==> src/hdl/nts_engine_defs.svh <==
/*
 * Bus widths, register offsets and identity constants of the NTS engine.
 * Included by the package, the RTL and the testbench.
 */

`ifndef NTS_ENGINE_DEFS_SVH
`define NTS_ENGINE_DEFS_SVH

// API bus geometry
`define NTS_API_ADDR_W   12
`define NTS_API_DATA_W   32
`define NTS_API_OFFSET_W 8 // Low byte, upper nibble selects the block

// Engine register offsets
`define NTS_REG_NAME0   8'h00
`define NTS_REG_NAME1   8'h01
`define NTS_REG_VERSION 8'h02
`define NTS_REG_CTRL    8'h08
`define NTS_REG_STATUS  8'h09

// Identity words, ASCII
`define NTS_CORE_NAME0   32'h4e54_535f // NTS_
`define NTS_CORE_NAME1   32'h454e_474e // ENGN
`define NTS_CORE_VERSION 32'h302e_3035 // 0.05

// Debug offsets, each counter takes two words
`define NTS_DBG_PROCESSED  8'h00
`define NTS_DBG_BAD_COOKIE 8'h02
`define NTS_DBG_BAD_AUTH   8'h04
`define NTS_DBG_BAD_KEYID  8'h06
`define NTS_DBG_NAME       8'h08
`define NTS_DBG_SYSTICK    8'h09
`define NTS_DBG_ERR_CRYPTO 8'h20
`define NTS_DBG_ERR_TXBUF  8'h22

`define NTS_DEBUG_NAME 32'h4442_5547 // DBUG
`define NTS_COUNTER_W  64

`endif

==> src/hdl/nts_engine_pkg.sv <==
/*
 * Shared types of the NTS engine register block.
 * Imported by every RTL file and the testbench.
 */

`default_nettype none

`include "nts_engine_defs.svh"

package nts_engine_pkg;

  // Upper nibble of the API address
  typedef enum logic [3:0] {
    BLK_ENGINE = 4'd0,
    BLK_DEBUG  = 4'd4
  } api_block_e;

  // Statistics counter index, also the event vector bit
  typedef enum logic [2:0] {
    CNT_PROCESSED,
    CNT_BAD_COOKIE,
    CNT_BAD_AUTH,
    CNT_BAD_KEYID,
    CNT_ERR_CRYPTO,
    CNT_ERR_TXBUF
  } counter_e;

  localparam int NTS_NUM_COUNTERS = 6;

  typedef logic [`NTS_API_DATA_W-1:0] api_word_t;
  typedef logic [`NTS_COUNTER_W-1:0]  counter_t;

endpackage

`default_nettype wire

==> src/hdl/nts_api_if.sv <==
/*
 * Internal API bus from the address decoder to the register blocks.
 * Selects are single-cycle, read data returns combinationally.
 */

`timescale 1ns/1ps
`default_nettype none

`include "nts_engine_defs.svh"

interface nts_api_if
  import nts_engine_pkg::*;
();

  logic                         we;
  logic [`NTS_API_OFFSET_W-1:0] offset;
  api_word_t                    wdata;
  logic                         sel_engine;
  logic                         sel_debug;
  api_word_t                    rdata_engine; // Zero when not selected
  api_word_t                    rdata_debug;

  modport decoder (output we, offset, wdata, sel_engine, sel_debug,
                   input  rdata_engine, rdata_debug);

  modport engine  (input  we, offset, wdata, sel_engine,
                   output rdata_engine);

  modport debug   (input  we, offset, sel_debug,
                   output rdata_debug);

endinterface

`default_nettype wire

==> src/hdl/nts_api_decode.sv <==
/*
 * API address decoder. Splits the address into block and offset, raises
 * the block select and returns read data one cycle after the request.
 */

`timescale 1ns/1ps
`default_nettype none

`include "nts_engine_defs.svh"

module nts_api_decode
  import nts_engine_pkg::*;
(
  input  wire                        i_clk,
  input  wire                        i_areset,
  input  wire                        i_api_cs,
  input  wire                        i_api_we,
  input  wire [`NTS_API_ADDR_W-1:0]  i_api_address,
  input  api_word_t                  i_api_write_data,
  output api_word_t                  o_api_read_data,
  output logic                       o_api_read_data_valid,
  nts_api_if.decoder                 api
);

  api_block_e block;
  api_word_t  read_mux;
  logic       api_read;

  assign block    = api_block_e'(i_api_address[`NTS_API_ADDR_W-1:`NTS_API_OFFSET_W]);
  assign api_read = i_api_cs && !i_api_we;

  // Request towards the blocks
  assign api.we         = i_api_we;
  assign api.offset     = i_api_address[`NTS_API_OFFSET_W-1:0];
  assign api.wdata      = i_api_write_data;
  assign api.sel_engine = i_api_cs && (block == BLK_ENGINE);
  assign api.sel_debug  = i_api_cs && (block == BLK_DEBUG);

  always_comb
  begin
    case (block)
      BLK_ENGINE: read_mux = api.rdata_engine;
      BLK_DEBUG:  read_mux = api.rdata_debug;
      default:    read_mux = '0; // Removed blocks read as zero
    endcase
  end

  // ------------------------------
  // Return path, one cycle latency
  // ------------------------------
  always_ff @(posedge i_clk or posedge i_areset)
  begin
    if (i_areset)
    begin
      o_api_read_data_valid <= 1'b0;
      o_api_read_data       <= '0;
    end
    else
    begin
      o_api_read_data_valid <= api_read;
      if (api_read)
        o_api_read_data <= read_mux; // Hold last read otherwise
    end
  end

endmodule

`default_nettype wire

==> src/hdl/nts_engine_regs.sv <==
/*
 * Engine register block: identity words, control and status.
 * Bit 0 of the control register enables the engine.
 */

`timescale 1ns/1ps
`default_nettype none

`include "nts_engine_defs.svh"

module nts_engine_regs
  import nts_engine_pkg::*;
(
  input  wire        i_clk,
  input  wire        i_areset,
  input  wire        i_parser_busy,
  output logic       o_enable,
  nts_api_if.engine  api
);

  logic ctrl_reg;
  logic ctrl_we;

  assign ctrl_we  = api.sel_engine && api.we && (api.offset == `NTS_REG_CTRL);
  assign o_enable = ctrl_reg;

  // ------------------------------
  // Control register
  // ------------------------------
  always_ff @(posedge i_clk or posedge i_areset)
  begin
    if (i_areset)
      ctrl_reg <= 1'b0; // Engine starts disabled
    else if (ctrl_we)
      ctrl_reg <= api.wdata[0];
  end

  // ------------------------------
  // Read data
  // ------------------------------
  always_comb
  begin
    api.rdata_engine = '0;
    if (api.sel_engine && !api.we)
    begin
      case (api.offset)
        `NTS_REG_NAME0:   api.rdata_engine = `NTS_CORE_NAME0;
        `NTS_REG_NAME1:   api.rdata_engine = `NTS_CORE_NAME1;
        `NTS_REG_VERSION: api.rdata_engine = `NTS_CORE_VERSION;
        `NTS_REG_CTRL:    api.rdata_engine[0] = ctrl_reg;
        // Ready when the parser is idle
        `NTS_REG_STATUS:  api.rdata_engine[0] = ~i_parser_busy;
        default: ;
      endcase
    end
  end

endmodule

`default_nettype wire

==> src/hdl/nts_debug_counters.sv <==
/*
 * Debug block: 64-bit statistics counters and a free-running systick.
 * Reading a counter's upper word snapshots its lower word for the next read.
 */

`timescale 1ns/1ps
`default_nettype none

`include "nts_engine_defs.svh"

module nts_debug_counters
  import nts_engine_pkg::*;
(
  input  wire                        i_clk,
  input  wire                        i_areset,
  input  wire [NTS_NUM_COUNTERS-1:0] i_events,
  nts_api_if.debug                   api
);

  // Upper word offset of each counter, indexed by counter_e
  localparam logic [`NTS_API_OFFSET_W-1:0] CNT_BASE [NTS_NUM_COUNTERS] = '{
    `NTS_DBG_PROCESSED,
    `NTS_DBG_BAD_COOKIE,
    `NTS_DBG_BAD_AUTH,
    `NTS_DBG_BAD_KEYID,
    `NTS_DBG_ERR_CRYPTO,
    `NTS_DBG_ERR_TXBUF
  };

  counter_t                    counter [NTS_NUM_COUNTERS];
  logic [31:0]                 lsb_snap [NTS_NUM_COUNTERS];
  logic [NTS_NUM_COUNTERS-1:0] snap_we;
  logic [31:0]                 systick;

  // ------------------------------
  // Counters and snapshots
  // ------------------------------
  always_ff @(posedge i_clk or posedge i_areset)
  begin
    if (i_areset)
    begin
      for (int i = 0; i < NTS_NUM_COUNTERS; i++)
      begin
        counter[i]  <= '0;
        lsb_snap[i] <= '0;
      end
      systick <= 32'd1;
    end
    else
    begin
      for (int i = 0; i < NTS_NUM_COUNTERS; i++)
      begin
        if (i_events[i])
          counter[i] <= counter[i] + 1'b1;
        if (snap_we[i])
          lsb_snap[i] <= counter[i][31:0]; // Value before this cycle's event
      end
      systick <= systick + 1'b1;
    end
  end

  // ------------------------------
  // Read decode
  // ------------------------------
  always_comb
  begin
    api.rdata_debug = '0;
    snap_we         = '0;
    if (api.sel_debug && !api.we) // Writes have no effect here
    begin
      case (api.offset)
        `NTS_DBG_NAME:    api.rdata_debug = `NTS_DEBUG_NAME;
        `NTS_DBG_SYSTICK: api.rdata_debug = systick;
        default: ;
      endcase
      for (int i = 0; i < NTS_NUM_COUNTERS; i++)
      begin
        if (api.offset == CNT_BASE[i])
        begin
          api.rdata_debug = counter[i][63:32];
          snap_we[i]      = 1'b1;
        end
        else if (api.offset == CNT_BASE[i] + 8'd1)
          api.rdata_debug = lsb_snap[i];
      end
    end
  end

endmodule

`default_nettype wire

==> src/hdl/nts_engine_top.sv <==
/*
 * NTS engine register block top level. Connects the API decoder, the
 * engine registers and the debug counters, and forms the busy output.
 */

`timescale 1ns/1ps
`default_nettype none

`include "nts_engine_defs.svh"

module nts_engine_top
  import nts_engine_pkg::*;
(
  input  wire                       i_clk,
  input  wire                       i_areset,
  input  wire                       i_api_cs,
  input  wire                       i_api_we,
  input  wire [`NTS_API_ADDR_W-1:0] i_api_address,
  input  api_word_t                 i_api_write_data,
  input  wire                       i_parser_busy,
  input  wire                       i_stat_processed,
  input  wire                       i_stat_bad_cookie,
  input  wire                       i_stat_bad_auth,
  input  wire                       i_stat_bad_keyid,
  input  wire                       i_err_crypto,
  input  wire                       i_err_txbuf,
  output api_word_t                 o_api_read_data,
  output logic                      o_api_read_data_valid,
  output logic                      o_busy
);

  logic [NTS_NUM_COUNTERS-1:0] events;
  logic                        enable;

  nts_api_if u_api ();

  // Statistics pulses by counter index
  assign events[CNT_PROCESSED]  = i_stat_processed;
  assign events[CNT_BAD_COOKIE] = i_stat_bad_cookie;
  assign events[CNT_BAD_AUTH]   = i_stat_bad_auth;
  assign events[CNT_BAD_KEYID]  = i_stat_bad_keyid;
  assign events[CNT_ERR_CRYPTO] = i_err_crypto;
  assign events[CNT_ERR_TXBUF]  = i_err_txbuf;

  assign o_busy = ~enable | i_parser_busy; // Busy while disabled

  nts_api_decode u_decode (
    .i_clk                 (i_clk),
    .i_areset              (i_areset),
    .i_api_cs              (i_api_cs),
    .i_api_we              (i_api_we),
    .i_api_address         (i_api_address),
    .i_api_write_data      (i_api_write_data),
    .o_api_read_data       (o_api_read_data),
    .o_api_read_data_valid (o_api_read_data_valid),
    .api                   (u_api.decoder)
  );

  nts_engine_regs u_regs (
    .i_clk         (i_clk),
    .i_areset      (i_areset),
    .i_parser_busy (i_parser_busy),
    .o_enable      (enable),
    .api           (u_api.engine)
  );

  nts_debug_counters u_debug (
    .i_clk    (i_clk),
    .i_areset (i_areset),
    .i_events (events),
    .api      (u_api.debug)
  );

endmodule

`default_nettype wire

==> config.mk <==
export PLATFORM = sky130hd
export DESIGN_NAME = nts_engine_top
export DESIGN_NICKNAME = d
export VERILOG_FILES = /design/src/hdl/nts_engine_pkg.sv /design/src/hdl/nts_api_if.sv /design/src/hdl/nts_api_decode.sv /design/src/hdl/nts_engine_regs.sv /design/src/hdl/nts_debug_counters.sv /design/src/hdl/nts_engine_top.sv
export VERILOG_INCLUDE_DIRS = /design/src /design/src/hdl
export SDC_FILE = /design/constraint.sdc
export NUM_CORES = 2
export LEC_CHECK = 0
export BUFFER_PORTS_ARGS = -buffer_cell sky130_fd_sc_hd__buf_4
export CAP_MARGIN = 5
export CORE_UTILIZATION = 57
export DETAILED_ROUTE_END_ITERATION = 16
export PLACE_DENSITY = 0.8
export SLEW_MARGIN = 15
export SYNTH_ARGS = -nofsm -noshare
export SYNTH_HDL_FRONTEND = slang
export SYNTH_HIERARCHICAL = 1
export SYNTH_SLANG_ARGS = --single-unit
==> constraint.sdc <==
create_clock -name i_clk -period 32.9 [get_ports i_clk]
set_input_delay 3.29 -clock i_clk [delete_from_list [all_inputs] [get_ports i_clk]]
set_output_delay 3.29 -clock i_clk [all_outputs]
set_load 0.02 [all_outputs]
# == Word level (Yosys, flattened, before mapping) ==
# Cells that the tools add are included.
# totals
regBits,642
in_bits,55
output_inout_bits,34
elab_cells,76
# op_classes
n_addsub,7
eq_ne,14
mux,25
bitwise,3
reduce_logical,11
# op_table
op,n
$mux W32,14
$add A64 B1 Y64 const B,6
$pmux W32 S2,2
$pmux W30 S3,1
$add A32 B1 Y32 const B,1
$eq A8 B3 Y1 const B,4
$eq A8 B6 Y1 const B,4
$eq A8 B2 Y1 const B,2
$eq A8 B4 Y1 const B,2
$eq A8 B1 Y1 const B,1
$logic_not A8 Y1,1
$logic_and A1 B1 Y1,7
$mux W1,6
$mux W6,1
$eq A4 B3 Y1 const B,1
$logic_not A4 Y1,1
$pmux W1 S3,1
$not A1 Y1,2
$reduce_or A2 Y1,1
$logic_not A1 Y1,1
$or A1 B1 Y1,1

# == Logic depth before layout (Yosys ltp) ==
# depth
depth_word,16
mapped_depth,12

# == Modules after synthesis ==
# The synthesis kept the hierarchy.
# by_module_without_submodules
mod,n_inst,cells_per_inst,area_per_inst_um2
nts_debug_counters,1,2687,29422.0
nts_api_decode,1,193,2098.3
nts_engine_regs,1,48,387.9
nts_engine_top,1,1,6.3

# == Least setup slack after synthesis ==
# Ideal clock, no wire load.
# synth_timing
path_kind,input -> output
start,in i_parser_busy
end,out o_busy
t_arrival_ns,3.502
path_slack_ns,26.108
path_stages,1
path_cell_list,nand2b_1
# synth_via
elab_chain_len,1
# synth_lines
element,line,source
start: declaration,nts_engine_top.sv:20,"input wire i_parser_busy,"
$or A1 B1 Y1,nts_engine_top.sv:45,assign o_busy = ~enable | i_parser_busy;
end: declaration,nts_engine_top.sv:29,output logic o_busy
# Every way passes these cells.

# == Worst setup path after layout ==
# Ends and elaborated chain as after synthesis.

==> metrics.txt <==
final worst slack=about 26 ns; Worst-path clk slew=0.06 ns; max cap viols=0; Layout Nets=a little under 3000; DPL Wire Length=between 60000 and 70000 um; CTS sink count=~640; Die Area=56530 sq um; PwrDens=49.81 nW/um^2; CP Max Fanout=2; post-synthesis area per instance=roughly 11 sq um; final non-filler cell total=3709; DRT Pass-1 Iters=6; GPL Wtd Cong=roughly 0.98; first-pass GRT wire length=approximately 140000 um; Leak=roughly 0.016 uW; Post-Syn Instances=between 2000 and 3000; Worst EP required=slightly below 30 ns; Slew HR=0.2518; placed instance count=around 3600; Clock Skew=~0.023 ns; Detailed Route Iter0 Violations=2596; total number of vias=about 24000; CTS resizes=0; final worst path period need=about 7.0 ns; IO Count=a little under 90; TritonCTS buffer count=between 60 and 70; hold_ws=0.4708 ns; core area=approximately 55000 sq um; port buffer count=57; final hold violations=0; RSZ-0062 raised after global routing=false; H-tree lvl count=3; die span in x=237.8 um; Max VDD drop=between 40 and 50 uV; ant diodes=0; setup_tns=0 ns; CTS Root Cell=clkbuf_16; Peak Freq=between 100 and 150 MHz; Pins Over Slew Limit=0; initial antenna violation count=3; Crit Path Category=in2out; share of cells above drive strength 1=0.1641; CTS max path bufs=3; Ys Warns=6; Hold Path Class=reg2reg; clk_lat worst skew=between 0.6 and 0.7 ns; actual slew at the worst max-slew pin=~1.1 ns; critical path arrival=roughly 3.7 ns; CTS Hold Bufs=0; setup bufs post-CTS=0; Via density=between 6 and 7; Startpoint Class=input port; Initial Util=0.5762; synthesized cell area=~32000 sq um; largest net degree at the start of global routing=~150; CP Capture Type=output port; status=complete, no violations; grt total ovfl=0; Area Growth Syn to Fin=9.980%; final setup fails=0; Post-Route WL=around 91000 um; CTS tree=yes; total track usage=0.3241; Die H=about 240 um; Final Cycle Share=0.2121; Power, Total=1735 uW; vias in the first global route=22970; wire length per cell=24.44 um; pre-CTS WS=about 26 ns; DRC errors left=0; remaining antenna violation count=0; num rows=between 80 and 90
## worst max-delay path: stages
cell,delay [ns]
buf_4,0.11
nand2b_1,0.13
buf_4,0.15
## metal layers
| metal | share of wire | track usage | vias to the layer above |
|---|---|---|---|
| met5 | 0.00018 | 0 | - |
| met4 | 0.056 | 0.1711 | 4 |
| met1 | 0.40 | 0.4273 | 11910 |
| li1 | - | - | 10320 |
| met3 | 0.081 | 0.06678 | 226 |
| met2 | 0.47 | 0.5064 | 1067 |
## power breakdown
| group | internal (uW) | switching, uW |
|---|---|---|
| logic | 37.1 | 62.1 |
| registers | 815 | 33.4 |
| clock network | 461 | 327 |
## path summary, 6_finish.rpt
| kind | start | to | slack [ns] | depth (start not counted) |
|---|---|---|---|---|
| setup / recovery | i_parser_busy | o_busy | 25.92 | 3 |
| hold / removal | u_debug/systick[31] | u_debug/systick[31] | 0.47 | 1 |
| setup reg to reg | u_debug/counter[267] | u_debug/counter[319] | 29.89 | 6 |
| hold reg to reg | u_debug/systick[31] | u_debug/systick[31] | 0.47 | 1 |
| max in group asynchronous | i_areset | u_debug/counter[133] | 27.51 | 4 |
| min in group asynchronous | i_areset | u_regs/o_enable | 2.55 | 2 |
## flip-flops by register name (all words and copies together) (netlist names)
| name | flops |
|---|---|
| u_debug/systick | 32 |
| u_decode/o_api_read_data_valid | 1 |
| u_debug/lsb_snap | 192 |
| u_decode/o_api_read_data | 32 |
| u_regs/o_enable | 1 |
| u_debug/counter | 384 |
## cell type report
type,count,area [sq um]
sequential,642,16070
inverter,36,142.6
clock inverter,29,289.0
tap,748,935.9
multi-input combinational,2071,14740
clock buffer,95,2008
timing repair buffer,88,664.4
fill,4231,20140
## placed cells by master (no fill, tap or decap), drive strengths merged, types with 35 or more instances in the layout
master	n
o21ai	100
clkbuf	95
xor2	107
dfrtp	641
o31ai	35
and4	38
mux2	195
nor2	160
nand4	118
nor3	52
mux2i	66
buf	88
a21oi	90
xnor2	302
nand3	155
nand2	278
inv	39
and3	64
## per-stage QoR
step | area, sq um | util
2_1_floorplan | 31700 | -
3_3_place_gp | 32550 | 0.5919
3_5_place_dp | 32550 | 0.5919
4_1_cts | 34840 | 0.6337
5_1_grt | 34840 | 0.6337
6_report | 34840 | 0.6337
No activity file was read; power rests on OpenSTA's default activity.
